--- src/mera400_params.svh ---
`ifndef MERA400_PARAMS_SVH
`define MERA400_PARAMS_SVH

// --------------------
// clocking
// board clock in Hz
`define CLK_EXT_HZ 50_000_000

// --------------------
// power supply timing, in clock cycles
// off held after reset
`define PON_DLY_TICKS 16
// clo and clm pulse width
`define CLR_TICKS 4

// --------------------
// system bus timing, in clock cycles
`define OK_DLY_TICKS 2
`define BUS_TIMEOUT_TICKS 15

// --------------------
// memory layout
// 4k-word frames fitted
`define MEM_FRAMES 4
// module number answered by this memory
`define MEM_MODULE 1

`endif

--- src/puks.sv ---
`timescale 1ns/1ps
`default_nettype none

`include "mera400_params.svh"

module puks (
	input logic clk,
	input logic rst_n,
	input logic clear_req,
	output logic off,
	output logic clo,
	output logic clm,
	output logic pon
);

	// power-on sequence steps
	enum logic [1:0] {
		ST_OFF,
		ST_CLEARING,
		ST_ON
	} state;

	// shared tick counter for every timed step
	logic [7:0] cnt;

	always_ff @(posedge clk) begin
		if (!rst_n) begin
			state <= ST_OFF;
			cnt <= '0;
			off <= 1'b1;
			clo <= 1'b0;
			clm <= 1'b0;
			pon <= 1'b0;
		end else begin
			case (state)
				// supply still coming up
				ST_OFF: begin
					if (cnt == 8'(`PON_DLY_TICKS - 1)) begin
						state <= ST_CLEARING;
						cnt <= '0;
						off <= 1'b0;
						clo <= 1'b1;
						// clear-all wipes memory mapping too
						clm <= 1'b1;
					end else begin
						cnt <= cnt + 8'd1;
					end
				end
				// clear-all pulse
				ST_CLEARING: begin
					if (cnt == 8'(`CLR_TICKS - 1)) begin
						state <= ST_ON;
						cnt <= '0;
						clo <= 1'b0;
						clm <= 1'b0;
					end else begin
						cnt <= cnt + 8'd1;
					end
				end
				// pon one cycle after clo drops, then held
				ST_ON: begin
					pon <= 1'b1;
					if (clm) begin
						// stretch the request into a full clm pulse
						if (cnt == 8'(`CLR_TICKS - 1)) begin
							clm <= 1'b0;
							cnt <= '0;
						end else begin
							cnt <= cnt + 8'd1;
						end
					end else if (clear_req && pon) begin
						clm <= 1'b1;
						cnt <= '0;
					end
				end
				default: state <= ST_OFF;
			endcase
		end
	end

endmodule

`default_nettype wire

--- config.mk ---
export PLATFORM = sky130hd
export DESIGN_NAME = puks
export DESIGN_NICKNAME = d
export VERILOG_FILES = /design/src/puks.sv
export VERILOG_INCLUDE_DIRS = /design/src
export SDC_FILE = /design/constraint.sdc
export NUM_CORES = 1
export LEC_CHECK = 0
export ABC_AREA = 1
export BUFFER_PORTS_ARGS = -buffer_cell sky130_fd_sc_hd__buf_4
export CAP_MARGIN = 20
export CORE_UTILIZATION = 30
export CTS_CLUSTER_SIZE = 8
export DETAILED_ROUTE_END_ITERATION = 8
export HOLD_SLACK_MARGIN = 0.12
export PLACE_DENSITY_LB_ADDON = 0.05
export SYNTH_ARGS = -nofsm -noshare
export SYNTH_HDL_FRONTEND = slang
export SYNTH_SLANG_ARGS = --single-unit
export TNS_END_PERCENT = 100
--- constraint.sdc ---
create_clock -name clk -period 2.6 [get_ports clk]
set_input_delay 0.26 -clock clk [delete_from_list [all_inputs] [get_ports clk]]
set_output_delay 0.26 -clock clk [all_outputs]
set_load 0.05 [all_outputs]
---- Yosys cells after proc, flatten, opt, wreduce, memory -nomap -nowiden ----
Cells that the tools add are included.
cells by class
  bitwise gates (word level) .............. 1
  add/subtract/negate cells ............... 1
  eq/ne operators ......................... 7
  reductions and logical operators ........ 9
  muxes and demuxes ....................... 15
operators with widths
  kind                                                                    number
  8-bit two-way mux                                                       4
  8-bit case mux with 3 select lines                                      1
  3-bit AND reduction                                                     3
  8-bit by 1-bit adder with 8-bit output (second input constant)          1
  8-bit by 2-bit equality test with 1-bit output (second input constant)  1
  8-bit by 4-bit equality test with 1-bit output (second input constant)  1
  2-bit case mux with 3 select lines                                      1
  1-bit two-way mux                                                       5
  2-bit two-way mux                                                       2
  2-bit inequality test (second input constant)                           2
  2-bit AND reduction                                                     2
  3-bit inequality test (second input constant)                           1
  1-bit case mux with 3 select lines                                      1
  3-bit nonzero test                                                      1
  2-bit by 1-bit equality test with 1-bit output (second input constant)  1
  2-bit equality test (second input constant)                             1
  2-bit logical NOT                                                       1
  1-bit case mux with 2 select lines                                      1
  2-bit nonzero test                                                      1
  1-bit logical AND                                                       1
  1-bit inverter                                                          1
word-level totals
  word-level logic and storage cells ...... 39
  output and inout port bits .............. 4
  register bits ........................... 14

---- Depth between registers and ports, before layout ----
  depth in word-level cells ............... 4
  gate-level depth with buffers ........... 9

---- Least setup slack after synthesis ----
Ideal clock, no wire load.
  path kind ............................... register -> register
  from .................................... reg pon
  to ...................................... reg cnt[5]
  data arrival time ....................... 1351 ps
  data required time ...................... 2484 ps
  library setup time ...................... 116 ps
  setup slack ............................. 1133 ps
  stages on the path, launching flop included .. 8
  path through ............................ dfxtp_1 > nand2_1 > nand3_1 > nand2_2 > inv_1 > nand3_1 > nand3_2 > nor2_1
between the ends
  longest elaborated chain between the ends .. 3
ends and longest elaborated chain
  what                             RTL line    text
  start: declaration               puks.sv:13  output logic pon
  start signal: assignment         puks.sv:33  pon <= 1'b0;
  start signal: assignment         puks.sv:62  pon <= 1'b1;
  1-bit logical AND                puks.sv:71  end else if (clear_req && pon) begin
  3-bit inequality test (no line)  -
  2-bit AND reduction (no line)    -
  end signal: assignment           puks.sv:46  cnt <= cnt + 8'd1;
  end signal: assignment           puks.sv:57  cnt <= cnt + 8'd1;
  end signal: assignment           puks.sv:69  cnt <= cnt + 8'd1;
  end: declaration                 puks.sv:24  logic [7:0] cnt;
No other way between the ends.
A chain may end at the register's enable or synchronous reset.

---- Worst setup path in the final report ----
  from .................................... reg state[0] (netlist bit)
  to ...................................... reg cnt[1]
between the ends
  longest elaborated chain between the ends .. 3
  elaborated cells on any way between the ends .. 7
  those cells by class .................... eq/ne: 3; mux: 1; reduce/logical: 3
ends and longest elaborated chain
  what                                                                          RTL line    text
  start: declaration                                                            puks.sv:21  } state;
  start signal: assignment                                                      puks.sv:28  state <= ST_OFF;
  start signal: assignment                                                      puks.sv:39  state <= ST_CLEARING;
  start signal: assignment                                                      puks.sv:52  state <= ST_ON;
  2-bit equality test, or another cell as far along                             puks.sv:35  case (state)
  3-bit inequality test (no line) / 3-bit nonzero test (equally long branches)  -
  2-bit AND reduction (no line)                                                 -
Parallel ways exist; a longest one is shown, timed or not.

==> flow_metrics.env <==
export IMPL_dieHeight_um=54.3
export IMPL_synth_area_leaders="dfxtp_1, nand2_1, nor2_1, inv_1, ha_1"
export IMPL_track_usage=0.148
export IMPL_arrival_ps=1720
export IMPL_numPortBuffers=6
export IMPL_slew_headroom=0.795
export IMPL_grt_pass1_wl_um=2960
export IMPL_netlist_instances=118
export IMPL_wl_um=1700
export IMPL_post_dp_cell_area_um2=903
export IMPL_clk_latency_ps=280
export IMPL_final_setup_tns_ps=0
export IMPL_crit_type="register to register"
export IMPL_syn_to_final_growth_pct=12.8
export IMPL_antenna_found_initial=0
export IMPL_gp_congestion=0.782
export IMPL_syn_nets=126
export IMPL_die_x_um=54.3
export IMPL_finalHoldViolCount=0
export IMPL_via_per_inst=4.50
export IMPL_power_leakage_uw=0.000422
export IMPL_pwr_density_cell_nw_per_um2=520
export IMPL_grt_start_max_net_pins=9
export IMPL_avgSynthCellArea_um2=6.96
export IMPL_drc=0
export IMPL_maxCapViolations=0
export IMPL_tightest_slew_ps=305
export IMPL_min_period_ps=1540
export IMPL_dieArea_um2=2950
export IMPL_grt_setup_unrepaired="no"
export IMPL_crit_family="simple AND/OR/NAND/NOR gates"
export IMPL_cp_startpoint="state[0]$_SDFFE_PN0P_"
export IMPL_path_cells="inv_1 > ha_1 > nand3_1 > nand2_2 > inv_1 > nand3_1 > nand3_2 > nor2_1"
export IMPL_timing_fmax_ghz=0.648
export IMPL_startpoint_type="register"
export IMPL_slowest_stage="dfxtp_1"
export IMPL_start_util=0.325
export IMPL_syn_area_um2=821
export IMPL_ioPinCount=7
export IMPL_layout_drive_gt1_share=0.150
export IMPL_crit_fanout=7
export IMPL_endpoint_kind="register"
export IMPL_cts_setup_buffers=0
export IMPL_grt_ovfl_total=0
export IMPL_seq_area_frac_synth=0.341
export IMPL_worstPathRequired_ps=2780
export IMPL_rows=18
export IMPL_yosysTopAreaCellShare=0.341
export IMPL_tritoncts="done"
export IMPL_status="completed"
export IMPL_rr_startpoint="state[0]$_SDFFE_PN0P_"
export IMPL_drt_initial_drc_count=7
export IMPL_period_share=0.593
export IMPL_rr_endpoint="cnt[1]$_SDFFE_PN0P_"
export IMPL_finClkSkew_ps=3.62
export IMPL_hold_buffers=0
export IMPL_yosysTopAreaCell="dfxtp_1"
export IMPL_core_area_um2=2520
export IMPL_synth_commonest_cells="nand2_1, nor2_1, inv_1, dfxtp_1, nand3_1"
export IMPL_wl_per_cell_um=10.8
export IMPL_hp_class="primary input to register"
export IMPL_cpPeakStageDelay_ps=390
export IMPL_yosysWarnings=0
export IMPL_rrSetupSlack_ps=1060
export IMPL_synth_seq_cells=14
export IMPL_synth_edf_count=0
export IMPL_synth_main_ff_cell="dfxtp_1"
export IMPL_num_vias=707
export IMPL_synthArstFlopShare=0
export IMPL_clock_sinks=14
export IMPL_ff2ff_path_depth=8
export IMPL_crit_cells=8
export IMPL_cts_buffer_depth=2
export IMPL_hpwl_um=1340
export IMPL_endpoint="cnt[1]$_SDFFE_PN0P_"
export IMPL_htreeDepth=1
export IMPL_dr_pass1_iters=3
export IMPL_cts_resized=0
export IMPL_fin_area_um2=926
export IMPL_antenna_left=0
export IMPL_fin_nets=137
export IMPL_slew_violations=0
export IMPL_n_antenna_cell=0
export IMPL_cts_inserted_buffers=3
export IMPL_setup_violations=0
export IMPL_ir_worst_vdd_v=0.000233
export IMPL_path_clk_slew_ps=90
export IMPL_yosys_cell_types_count=21
export IMPL_crit_buf_inv=2
export IMPL_yosysMostFrequentCell="nand2_1"
export IMPL_grt_pass1_vias=686
export IMPL_cts_root_buffer="clkbuf_4"
## flip-flops by register name, indices dropped and copies added (netlist names)
register,count
clm,1
clo,1
cnt,8
off,1
pon,1
state,2
## layer usage
metal | share of wire | vias to the layer above | GRT usage
met5 | 0 | - | 0
met4 | 0.012 | 0 | 0.0641
met3 | 0.034 | 2 | 0.0583
met2 | 0.48 | 8 | 0.262
met1 | 0.47 | 309 | 0.154
li1 | - | 388 | -
## cell type report
class                   count  area (um2)
flip-flops and latches     14         280
inverters                  18        67.6
clock buffers               3        22.5
fillers                   296        1600
well taps                  30        37.5
repair buffers              6        45.0
multi-input cells          86         473
## worst reg2reg max path: stages (launching register included)
cell and delay [ps]:
dfxtp_1 390, inv_1 80, ha_1 230, nand3_1 100, nand2_2 120, inv_1 160
nand3_1 170, nand3_2 150, nor2_1 50
## worst min path at each step
stage                     start               end  slack (ps)  cells past startpoint
4_1_cts                   rst_n  off$_SDFFE_PN1P_         210                      2
5_1_grt                   rst_n  off$_SDFFE_PN1P_         210                      2
6_report                  rst_n  off$_SDFFE_PN1P_         220                      2
3_3_place_gp   off$_SDFFE_PN1P_  off$_SDFFE_PN1P_         460                      2
3_5_place_dp   off$_SDFFE_PN1P_  off$_SDFFE_PN1P_         460                      2
2_1_floorplan             rst_n  off$_SDFFE_PN1P_         340                      1
## layout by cell type (no fill, tap or decap), drive strengths merged
master | netlist | final
nor2 | 21 | 21
dfxtp | 14 | 14
o21bai | 2 | 2
nand2 | 30 | 30
nor3 | 1 | 1
xor2 | 2 | 2
ha | 5 | 5
o211ai | 1 | 1
buf | 0 | 6
clkbuf | 0 | 3
nand3 | 12 | 12
inv | 18 | 18
nand3b | 1 | 1
a21oi | 4 | 4
xnor2 | 1 | 1
o21ai | 6 | 6
## power by group
part	internal [uW]	switching (uW)	total (uW)
logic	40.3	73.5	114
clock network	53.7	70.1	124
registers	231	13.1	244
total	325	157	481
## through the flow
| stage | hold slack, ps | setup WS, ps | power (uW) | instances | util |
|---|---|---|---|---|---|
| after global placement | 458 | 1090 | 363 | 154 | 0.358 |
| after floorplan | 336 | 1130 | 334 | 118 | - |
| after CTS | 213 | 1020 | 491 | 157 | 0.367 |
| after detailed placement | 462 | 1040 | 364 | 154 | 0.358 |
| final | 220 | 1060 | 481 | 157 | 0.367 |
| after global routing | 207 | 872 | 521 | 157 | 0.367 |
## logic make-up after synthesis
| family | share of synthesized area |
|---|---|
| fa+ha+maj | 0.0762 |
| compound gates | 0.116 |
| buf+inv | 0.0823 |
| xor+xnor | 0.0320 |
| flops | 0.341 |
| simple gates | 0.352 |
Note: power is estimated with default switching activity, not from simulation.
