<file path="config.mk">
export PLATFORM = sky130hd
export DESIGN_NAME = bus_host_flat
export DESIGN_NICKNAME = d
export VERILOG_FILES = /design/src/mera400_pkg.sv /design/src/sys_bus_if.sv /design/src/bus_host.sv /design/src/flat_wrapper.sv
export VERILOG_INCLUDE_DIRS = /design/src
export SDC_FILE = /design/constraint.sdc
export NUM_CORES = 1
export LEC_CHECK = 0
export BUFFER_PORTS_ARGS = -buffer_cell sky130_fd_sc_hd__buf_2
export CAP_MARGIN = 0
export CORE_AREA = 3 3 102 104
export DETAILED_ROUTE_END_ITERATION = 10
export DIE_AREA = 0 0 105 107
export PLACE_DENSITY = 0.51
export SYNTH_ARGS = -nofsm -noshare
export SYNTH_HDL_FRONTEND = slang
export SYNTH_SLANG_ARGS = --single-unit
</file>
<file path="constraint.sdc">
create_clock -name clk -period 1.8 [get_ports clk]
set_clock_uncertainty 0.2 [all_clocks]
set_input_delay 0 -clock clk [delete_from_list [all_inputs] [get_ports clk]]
set_output_delay 0 -clock clk [all_outputs]
set_load 0.05 [all_outputs]
</file>
<file path="src/mera400_params.svh">
`ifndef MERA400_PARAMS_SVH
`define MERA400_PARAMS_SVH

// --------------------
// clocking
// board clock in Hz
`define CLK_EXT_HZ 50_000_000

// --------------------
// power supply timing, in clock cycles
// off held after reset
`define PON_DLY_TICKS 16
// clo and clm pulse width
`define CLR_TICKS 4

// --------------------
// system bus timing, in clock cycles
`define OK_DLY_TICKS 2
`define BUS_TIMEOUT_TICKS 15

// --------------------
// memory layout
// 4k-word frames fitted
`define MEM_FRAMES 4
// module number answered by this memory
`define MEM_MODULE 1

`endif

</file>
<file path="src/mera400_pkg.sv">
`default_nettype none

package mera400_pkg;

	// command put on the system bus by the host
	typedef enum logic [1:0] {
		CMD_NONE,
		CMD_READ,
		CMD_WRITE,
		CMD_CONFIG
	} bus_cmd_t;

	// one bus data word, two views
	typedef union packed {
		// plain data for read/write
		logic [15:0] data;
		// configure word for the s strobe
		struct packed {
			// memory module addressed
			logic [3:0] module_nr;
			// physical frame to map
			logic [3:0] frame;
			// unused, kept zero
			logic [7:0] rsvd;
		} cfg;
	} bus_word_u;

endpackage

`default_nettype wire

</file>
<file path="src/sys_bus_if.sv">
`timescale 1ns/1ps
`default_nettype none

interface sys_bus_if;

	// strobes, only one high at a time
	logic w;
	logic r;
	logic s;
	// segment and address
	logic [3:0] nb;
	logic [15:0] ad;
	// data toward the memory
	logic [15:0] dt_m;
	// answer from the memory
	logic ok;
	logic [15:0] dt_s;

	// cpu side drivers
	modport master (
		output w, r, s, nb, ad, dt_m,
		input ok, dt_s
	);

	// memory side
	modport slave (
		input w, r, s, nb, ad, dt_m,
		output ok, dt_s
	);

endinterface

`default_nettype wire

</file>
<file path="src/bus_host.sv">
`timescale 1ns/1ps
`default_nettype none

`include "mera400_params.svh"

module bus_host (
	input logic clk,
	input logic rst_n,
	input logic clm,
	input logic pon,
	input logic start,
	input mera400_pkg::bus_cmd_t cmd,
	input logic [3:0] nb,
	input logic [15:0] addr,
	input logic [15:0] wdata,
	output logic [15:0] rdata,
	output logic busy,
	output logic done,
	output logic nomem,
	sys_bus_if.master bus
);

	logic accept;
	// strobe drivers
	logic w_q;
	logic r_q;
	logic s_q;
	// latched command payload
	logic [3:0] nb_q;
	logic [15:0] ad_q;
	mera400_pkg::bus_word_u dt_q;
	// cycles spent waiting for ok
	logic [7:0] tcnt;

	assign accept = start && pon && !busy && (cmd != mera400_pkg::CMD_NONE);

	assign bus.w = w_q;
	assign bus.r = r_q;
	assign bus.s = s_q;
	assign bus.nb = nb_q;
	assign bus.ad = ad_q;
	assign bus.dt_m = dt_q.data;

	// --------------------
	// command sequencing, clm drops everything without done
	always_ff @(posedge clk) begin
		if (!rst_n || clm) begin
			busy <= 1'b0;
			done <= 1'b0;
			nomem <= 1'b0;
			w_q <= 1'b0;
			r_q <= 1'b0;
			s_q <= 1'b0;
			tcnt <= '0;
		end else begin
			done <= 1'b0;
			if (!busy) begin
				if (accept) begin
					busy <= 1'b1;
					nomem <= 1'b0;
					tcnt <= '0;
					w_q <= (cmd == mera400_pkg::CMD_WRITE);
					r_q <= (cmd == mera400_pkg::CMD_READ);
					s_q <= (cmd == mera400_pkg::CMD_CONFIG);
				end
			end else if (bus.ok) begin
				// answered, release the bus
				{w_q, r_q, s_q} <= 3'b000;
				busy <= 1'b0;
				done <= 1'b1;
			end else if (tcnt == 8'(`BUS_TIMEOUT_TICKS - 1)) begin
				// nobody home
				{w_q, r_q, s_q} <= 3'b000;
				busy <= 1'b0;
				done <= 1'b1;
				nomem <= 1'b1;
			end else begin
				tcnt <= tcnt + 8'd1;
			end
		end
	end

	// payload, held steady while the strobe is up
	always_ff @(posedge clk) begin
		if (accept) begin
			nb_q <= nb;
			ad_q <= addr;
			dt_q.data <= wdata;
			// reserved field of a configure word goes out as zero
			if (cmd == mera400_pkg::CMD_CONFIG) begin
				dt_q.cfg.rsvd <= '0;
			end
		end
		if (busy && bus.ok && r_q) begin
			rdata <= bus.dt_s;
		end
	end

endmodule

`default_nettype wire

</file>
<file path="src/flat_wrapper.sv">
// flat-port wrapper written by rule: the top's interface ports become plain ports
module bus_host_flat 
  (clk, rst_n, clm, pon, start, cmd, nb, addr, wdata, rdata, busy, done, nomem, bus_w, bus_r, bus_s, bus_nb, bus_ad, bus_dt_m, bus_ok, bus_dt_s);
  sys_bus_if bus_i ();
  input logic clk;
  input logic rst_n;
  input logic clm;
  input logic pon;
  input logic start;
  input mera400_pkg::bus_cmd_t cmd;
  input logic [3:0] nb;
  input logic [15:0] addr;
  input logic [15:0] wdata;
  output logic [15:0] rdata;
  output logic busy;
  output logic done;
  output logic nomem;
  output wire logic [$bits(bus_i.w)-1:0] bus_w;
  output wire logic [$bits(bus_i.r)-1:0] bus_r;
  output wire logic [$bits(bus_i.s)-1:0] bus_s;
  output wire logic [$bits(bus_i.nb)-1:0] bus_nb;
  output wire logic [$bits(bus_i.ad)-1:0] bus_ad;
  output wire logic [$bits(bus_i.dt_m)-1:0] bus_dt_m;
  input wire logic [$bits(bus_i.ok)-1:0] bus_ok;
  input wire logic [$bits(bus_i.dt_s)-1:0] bus_dt_s;
  assign bus_w = bus_i.w;
  assign bus_r = bus_i.r;
  assign bus_s = bus_i.s;
  assign bus_nb = bus_i.nb;
  assign bus_ad = bus_i.ad;
  assign bus_dt_m = bus_i.dt_m;
  assign bus_i.ok = bus_ok;
  assign bus_i.dt_s = bus_dt_s;
  bus_host u_core (.clk(clk), .rst_n(rst_n), .clm(clm), .pon(pon), .start(start), .cmd(cmd), .nb(nb), .addr(addr), .wdata(wdata), .rdata(rdata), .busy(busy), .done(done), .nomem(nomem), .bus(bus_i));
endmodule
</file>
Word-level counts from Yosys, hierarchy flattened
Index checks and enable logic that the tools add are counted.
{ "word_totals": {"regBits": 66, "out_inout_bits": 58, "elab_cells": 58} }
{ "op_classes": {"add_sub_neg": 1, "eq_ne": 8, "mux": 22, "n_bitwise": 1, "reduce_logical": 14} }
{ "ops": {"columns": ["cell", "n"], "rows": [
  ["$mux W8", 4],
  ["$mux W1", 18],
  ["$add A8 B1 Y8 const B", 1],
  ["$eq A8 B4 Y1 const B", 1],
  ["$ne A2 B2 Y1 const B", 3],
  ["$reduce_and A3 Y1", 2],
  ["$logic_and A1 B1 Y1", 5],
  ["$eq A2 B2 Y1 const B", 2],
  ["$reduce_bool A2 Y1", 2],
  ["$ne A3 B3 Y1 const B", 1],
  ["$eq A2 B1 Y1 const B", 1],
  ["$logic_not A1 Y1", 2],
  ["$reduce_and A2 Y1", 1],
  ["$reduce_or A2 Y1", 1],
  ["$logic_or A1 B1 Y1", 1],
  ["$not A1 Y1", 1]
]} }

Longest topological paths before layout
Gate-level depths: netlist of the first run.
{ "depth": {"word_depth": 5, "ltp_mapped": 7} }

Worst setup path before layout of the first run
OpenSTA, ideal clock, no wires.
{ "synth_path": {"path_kind": "reg2reg", "startpoint": "register u_core.busy", "endpoint": "register u_core.s_q, in the netlist u_core.bus.s", "t_arrival_ns": 1.949, "required_time_ns": 1.523, "slack_ns": -0.426, "path_stages_with_launch": 7, "n_path_buf": 1, "synth_period_minus_slack_ns": 2.226, "cell_sequence": "dfxtp_1 > inv_1 > nand2b_1 > buf_6 > inv_1 > nand2_1 > o22ai_1"} }
{ "synth_via": {"elab_chain_len": 5, "elab_cells_between_ends": 7, "classes_between": "eq/ne: 1; mux: 1; reduce/logical: 5"} }
{ "synth_rtl": {"columns": ["element", "line", "rtl"], "rows": [
  ["start: declaration", "bus_host.sv:17", "output logic busy,"],
  ["start signal: assignment", "bus_host.sv:48", "busy <= 1'b0;"],
  ["start signal: assignment", "bus_host.sv:59", "busy <= 1'b1;"],
  ["start signal: assignment", "bus_host.sv:69", "busy <= 1'b0;"],
  ["$logic_not A1 Y1", "bus_host.sv:35", "assign accept = start && pon && !busy && (cmd != mera400_pkg::CMD_NONE);"],
  ["$logic_and A1 B1 Y1 (2 in series)", "bus_host.sv:35", null],
  ["via u_core.accept", "bus_host.sv:23", "logic accept;"],
  ["$reduce_bool A2 Y1 (no line)", null, null],
  ["$reduce_and A2 Y1 (no line)", null, null],
  ["end signal: assignment", "bus_host.sv:64", "s_q <= (cmd == mera400_pkg::CMD_CONFIG);"],
  ["end: declaration", "bus_host.sv:27", "logic s_q;"]
]} }
The timed path passes the listed nets, and every way through them passes these cells.
A chain may end at the register's enable or synchronous reset.

Final worst setup path of the first run
{ "layout_path": {"startpoint": "register u_core.tcnt[0]", "endpoint": "register u_core.tcnt[5]"} }
{ "layout_via": {"elab_chain_len": 4, "elab_cells_between_ends": 7, "classes_between": "add/sub: 1; eq/ne: 2; mux: 3; reduce/logical: 1"} }
{ "layout_rtl": {"columns": ["element", "line", "rtl"], "rows": [
  ["start: declaration", "bus_host.sv:33", "logic [7:0] tcnt;"],
  ["start signal: assignment", "bus_host.sv:78", "tcnt <= tcnt + 8'd1;"],
  ["$add A8 B1 Y8", "bus_host.sv:78", null],
  ["$mux W8", "bus_host.sv:71", "end else if (tcnt == 8'(`BUS_TIMEOUT_TICKS - 1)) begin"],
  ["$mux W8", "bus_host.sv:66", "end else if (bus.ok) begin"],
  ["$mux W8", "bus_host.sv:57", "if (!busy) begin"]
]} }
Parallel ways exist; a longest one is shown, timed or not. The select of a mux whose other input is x is not followed.

==> flow_metrics.py, run 1 <==
metrics = {
    "place": {
        "dp_hpwl_um": 4080,
        "io_buffer_count": 117,
        "gp_congestion": 0.792,
    },
    "yosys": {
        "syn_area_um2": 2360,
        "synth_top_family_by_area": "simple AND/OR/NAND/NOR gates",
        "synth-seq-cells": 66,
        "ys_warn_count": 0,
        "yosysSeqAreaShare": 0.781,
        "synth_compound_area_frac": 0.0504,
        "syn_avg_cell_area_um2": 15.9,
        "synth-edff-count": 52,
        "synth_simple_gate_area_frac": 0.134,
        "ys_types": 31,
        "synth_xor_area_frac": 0,
        "async_flop_share": 0,
        "muxShareOfSynthArea": 0.00424,
        "synth_nets": 210,
        "synth_top_flop_cell": "edfxtp_1",
        "synth_adder_area_share": 0.0106,
        "postSynthCellCount": 148,
    },
    "timing": {
        "grt_setup_unrepaired": "yes",
        "max_freq_mhz": 568,
        "maxSlewViolCount": 0,
        "setup_violations": 0,
        "fin_crit_sh": 0.978,
        "worst_pin_slew_ns": 0.451,
        "max_slew_margin": 0.699,
        "post-route-min-period_ns": 1.76,
        "hold_viol": 0,
    },
    "final_layout": {
        "fin_util": 0.414,
        "syn_to_final_growth_pct": 69.3,
        "drive_gt1_frac": 0.454,
        "nNetsFinal": 407,
        "antenna_cells": 0,
    },
    "power_and_ir_drop": {
        "leakage_nw": 1.61,
        "p_per_area_nw_per_um2": 824,
        "ir_worst_vdd_v": 0.000362,
        "p_total_mw": 3.29,
    },
    "clocking": {
        "cts.htree.levels": 3,
        "cts_buffers": 9,
        "root_buffer": "clkbuf_8",
        "cts_sinks": 66,
        "cts_tree": "done",
        "clockBufferDepth": 2,
        "path_clk_slew_ns": 0.07,
        "clock_latency_ns": 0.33,
    },
    "global_route": {
        "antenna_found_initial": 0,
        "grt_use_total": 0.110,
        "grt_overflow": 0,
        "grt_max_degree": 29,
        "first_global_vias": 1949,
        "grt_pass1_wl_um": 9710,
    },
    "detailed_routing": {
        "post_drt_wl_per_cell_um": 12.6,
        "wl_um": 6090,
        "drc": 0,
        "drt_first_iter_violations": 61,
        "vias": 1926,
        "dr.pass1.iters": 4,
        "via_per_inst": 3.99,
        "ant_nets": 0,
    },
    "worst_hold_path": {
        "min_to": "u_core.busy",
        "worstHoldStart": "start",
        "whs_path_depth": 5,
        "hold_path.class": "in -> reg",
    },
    "worst_setup_path": {
        "cp_data_required_time_ns": 1.86,
        "regToRegSetupSlack_ns": 0.04,
        "cpPeakStageDelay_ns": 0.47,
        "cp_cell_sequence": "inv_2, ha_2, nand4b_1, o41ai_2, buf_4, or4_1, a31oi_1",
        "worstSetupPathType": "reg -> reg",
        "worstReg2RegStart": "u_core.tcnt[0]",
        "endpoint_kind": "flop",
        "crit_path_max_fanout": 5,
        "ff2ff_path_depth": 7,
        "slowest_stage": "or4_1",
        "crit_arrival_ns": 1.82,
        "rr_endpoint": "u_core.tcnt[5]",
        "worstSetupStartpointType": "flop",
    },
    "run_status": {
        "status": "complete, no violations",
    },
    "floorplan": {
        "fp.dieArea_um2": 11200,
        "num_rows": 36,
        "start_util": 0.245,
        "fp.dieH_um": 107,
        "core_um2": 9640,
        "die_width_um": 105,
        "num_io_pins": 118,
    },
    "run": {
        "cap_violations": 0,
    },
}
==> repair_timing <==
action | in CTS | in global routing
pin swaps | 1 | 2
buffers inserted | 2 | 0
gates resized for setup | 1 | 4
hold endpoints to repair | 64 | 0
hold buffers | 59 | 0
endpoints found under the setup margin | 1 | 10
==> critical path: cells and delay by family, from the launching register on <==
family                   cells  cell delay [ns]
AO/OA/AOI/OAI                2             0.21
adder cells (fa/ha/maj)      1             0.16
buffers and inverters        2             0.20
flip-flops                   1             0.34
AND/OR/NAND/NOR              2             0.59
==> cell usage in the layout (no fill, tap or decap), types with 2 or more instances in the layout <==
| master | n |
|---|---|
| nand2_2 | 2 |
| o211ai_1 | 2 |
| inv_2 | 2 |
| nor2b_1 | 3 |
| and2_1 | 10 |
| buf_4 | 12 |
| dfxtp_1 | 12 |
| nand3_1 | 9 |
| a21oi_1 | 3 |
| nand2b_1 | 3 |
| nand4_1 | 4 |
| nand4b_1 | 2 |
| o22ai_1 | 7 |
| nand2_1 | 10 |
| nor2_1 | 2 |
| or2_2 | 2 |
| clkinv_2 | 2 |
| dlygate4sd3_1 | 59 |
| clkbuf_8 | 9 |
| clkinvlp_4 | 2 |
| or4_1 | 2 |
| edfxtp_1 | 52 |
| buf_2 | 117 |
==> sequential cells by signal (all words and copies together) (netlist names), 4 cells and up <==
signal / cells
u_core.bus.dt_m: 16
u_core.bus.nb: 4
u_core.rdata: 16
u_core.bus.ad: 16
u_core.tcnt: 8
==> stage by stage <==
step	instance area [µm²]	hold WS, ns	cells	TNS (ns)	setup WS [ns]
detailed placement	3180	-0.0216	406	-0.0404	-0.0404
floorplan	2370	-0.101	148	-0.334	-0.00927
global placement	3180	-0.0226	406	0	0.00733
finish	3990	0.139	483	0	0.0398
global route	3990	0.161	483	-0.0344	-0.0273
CTS	3980	0.111	483	0	0.00530
==> worst max-delay path by stage <==
stage,start,end,slack (ns),depth (start not counted)
6_report,u_core.tcnt[0],u_core.tcnt[5],0.04,7
3_3_place_gp,u_core.tcnt[0],u_core.tcnt[5],0.007,7
2_1_floorplan,u_core.busy,u_core.bus.ad[0],-0.009,4
5_1_grt,u_core.tcnt[0],u_core.tcnt[5],-0.03,7
3_5_place_dp,u_core.tcnt[0],u_core.tcnt[5],-0.04,7
4_1_cts,u_core.tcnt[0],u_core.tcnt[5],0.005,7
==> layer usage <==
layer  vias to the layer above  track usage  routed length [µm]
li1                        955            -                   -
met1                       888        0.128                2580
met2                        74        0.191                3070
met3                         9       0.0271                 350
met4                         0       0.0534                 100
met5                         -            0                   0
==> cell type report <==
type / instances / area (µm²)
clock buffer: 9 / 124
clock inverter: 7 / 68.8
fill: 935 / 5650
inverter: 3 / 15.0
multi-input combinational: 76 / 485
sequential: 66 / 1850
tap: 133 / 166
timing repair buffer: 189 / 1290
==> cells by family (layout without fill, tap and decap cells) <==
logic type	Yosys count	count (layout)
compound gates	17	17
fa+ha+maj	2	2
buf+inv	6	208
flops	66	66
mux	1	1
simple gates	56	56
==> cells in the mapped netlist (3+ instances only) <==
master / count / area share
inv_1: 3 / 0.0048
nor2b_1: 3 / 0.0080
o22ai_1: 7 / 0.019
nand2b_1: 3 / 0.0080
dfxtp_1: 14 / 0.12
edfxtp_1: 52 / 0.66
and2_1: 10 / 0.027
nand4_1: 4 / 0.011
a21oi_1: 3 / 0.0064
nand2_1: 12 / 0.019
nand3_1: 9 / 0.019
==> where the power goes <==
part / internal (mW) / total, mW / switching [mW]
registers: 1.68 / 1.69 / 0.00760
logic: 0.174 / 0.383 / 0.209
clock network: 0.637 / 1.22 / 0.579
Note: power is estimated with default switching activity, not from simulation.
==> run 2, diff against run 1 <==
==> constraint.sdc (replaced) <==
create_clock -name clk -period 1.5 [get_ports clk]
set_clock_uncertainty 0.2 [all_clocks]
set_input_delay 0 -clock clk [delete_from_list [all_inputs] [get_ports clk]]
set_output_delay 0 -clock clk [all_outputs]
set_load 0.05 [all_outputs]
==> flow_metrics.py, run 2 (synthesis gave the netlist of run 1 again) <==
metrics = {
    "run_status": {
        "status": "finished, violations left",
        "violations": "setup timing",
    },
    "timing": {
        "worst_pin_slew_ns": 0.290,
        "setup_violations": 14,
        "post-route-min-period_ns": 1.75,
        "setup_tns_ns": -2.40,
        "holdWs_ns": 0.0970,
        "grt_setup_unrepaired": "yes",
        "maxSlewViolCount": 0,
        "layout_setup_ws_ns": -0.249,
        "max_freq_mhz": 572,
        "hold_viol": 0,
        "max_slew_margin": 0.806,
        "fin_crit_sh": 1.17,
    },
    "global_route": {
        "grt_max_degree": 19,
        "grt_overflow": 0,
        "first_global_vias": 2133,
        "grt_pass1_wl_um": 10600,
        "antenna_found_initial": 0,
        "grt_use_total": 0.123,
    },
    "worst_hold_path": {
        "hold_path.class": "in -> reg",
        "worstHoldStart": "bus_ok",
        "whs_path_depth": 5,
    },
    "floorplan": {
        "fp.dieH_um": 107,
        "core_um2": 9640,
        "fp.dieArea_um2": 11200,
        "num_rows": 36,
        "die_width_um": 105,
        "start_util": 0.245,
        "num_io_pins": 118,
    },
    "clocking": {
        "path_clk_slew_ns": 0.08,
        "cts_buffers": 9,
        "root_buffer": "clkbuf_8",
        "clockBufferDepth": 2,
        "cts.htree.levels": 3,
        "cts_sinks": 66,
        "cts_tree": "done",
        "clock_latency_ns": 0.34,
    },
    "final_layout": {
        "multiInputGateArea_um2": 569,
        "mostFrequentLayoutCells": "buf_2 (117), dlygate4sd3_1 (58), edfxtp_1 (52)",
        "drive_gt1_frac": 0.519,
        "nNetsFinal": 429,
        "syn_to_final_growth_pct": 84.8,
        "regArea_um2": 1850,
        "final_common_cell": "buf_2",
        "antenna_cells": 0,
        "fillers": 912,
    },
    "detailed_routing": {
        "ant_nets": 0,
        "wl_met3_um": 450,
        "via_per_inst": 4.12,
        "wl_met2_um": 3560,
        "dr.pass1.iters": 4,
        "drt_first_iter_violations": 61,
        "maxUsedRoutingLayer": "met4",
        "wl_met1_um": 2890,
        "vias": 2080,
        "drc": 0,
        "wl_um": 7070,
        "post_drt_wl_per_cell_um": 14.0,
    },
    "worst_setup_path": {
        "worstSetupPathType": "reg -> reg",
        "critPathTopFamily": "simple AND/OR/NAND/NOR gates",
        "cp_cell_sequence": "inv_2, ha_4, nand4b_1, o41ai_2, buf_4, or4_4, a31oi_1",
        "crit_arrival_ns": 1.82,
        "crit_path_max_fanout": 5,
        "startpoint": "u_core.tcnt[0]",
        "cpPeakStageDelay_ns": 0.47,
        "cp_num_buf_inv": 2,
        "endpoint_kind": "flop",
        "cp_num_cells": 7,
        "worstSetupStartpointType": "flop",
        "slowest_stage": "or4_4",
        "cp_data_required_time_ns": 1.57,
        "worstReg2RegStart": "u_core.tcnt[0]",
        "ff2ff_path_depth": 7,
    },
    "power_and_ir_drop": {
        "p_per_area_nw_per_um2": 921,
        "leakage_nw": 1.78,
        "ir_worst_vdd_v": 0.000346,
    },
    "place": {
        "place_ws_ns": -0.246,
        "io_buffer_count": 117,
        "dp_hpwl_um": 4430,
        "gp_congestion": 0.816,
    },
    "run": {
        "cap_violations": 0,
    },
}
## run 2: changes by cell type in the layout (fill, tap and decap cells not counted), moves of 2 or more
cell	delta
o22ai_2	+3
buf_6	+2
buf_12	+3
o22ai_1	-3
nand3_1	-2
clkbuf_16	+4
buf_4	+14
## run 2: report_power, final
group	internal [mW]	switching, mW
logic	0.249	0.268
clock network	0.764	0.701
registers	2.02	0.0105
## run 2: what timing repair did
item	CTS	global route
setup buffers	3	7
hold buffers	58	0
setup endpoints to repair	14	50
gates cloned	0	4
pin swaps	1	11
hold endpoints to repair	66	0
resized for setup	1	18
## run 2: metal layers
| metal | global-route usage | vias to the layer above |
|---|---|---|
| met2 | 0.208 | 86 |
| met3 | 0.0439 | 16 |
| met4 | 0.0656 | 0 |
| li1 | - | 1006 |
| met1 | 0.136 | 972 |
| met5 | 0 | - |
## run 2: final timing paths
kind,slack (ns),end
min,0.1,u_core.tcnt[7]
max reg2reg,-0.25,u_core.tcnt[5]
min reg2reg,0.29,u_core.bus.s
max,-0.25,u_core.tcnt[5]
## run 2: final cells by class
type / count / share of cell area
Tap cell: 133 / 0.0382
Sequential cell: 66 / 0.424
Timing Repair Buffer: 211 / 0.359
Clock inverter: 7 / 0.0158
Multi-Input combinational cell: 76 / 0.131
Clock buffer: 9 / 0.0284
Inverter: 3 / 0.00402
## run 2: stage by stage
step	power (mW)	instances	utilization	instance area (µm²)
6_report	4.01	505	0.452	4360
3_5_place_dp	2.42	417	0.343	3300
3_3_place_gp	2.41	417	0.343	3300
5_1_grt	4.19	505	0.452	4360
2_1_floorplan	2.27	148	-	2380
4_1_cts	4.04	494	0.426	4100
## run 2: worst register-to-register path: cells and delay by family, from the launching register on
family / cells / cell delay, ns
simple gates: 2 / 0.59
flops: 1 / 0.34
buf+inv: 2 / 0.21
compound gates: 2 / 0.21
fa+ha+maj: 1 / 0.14
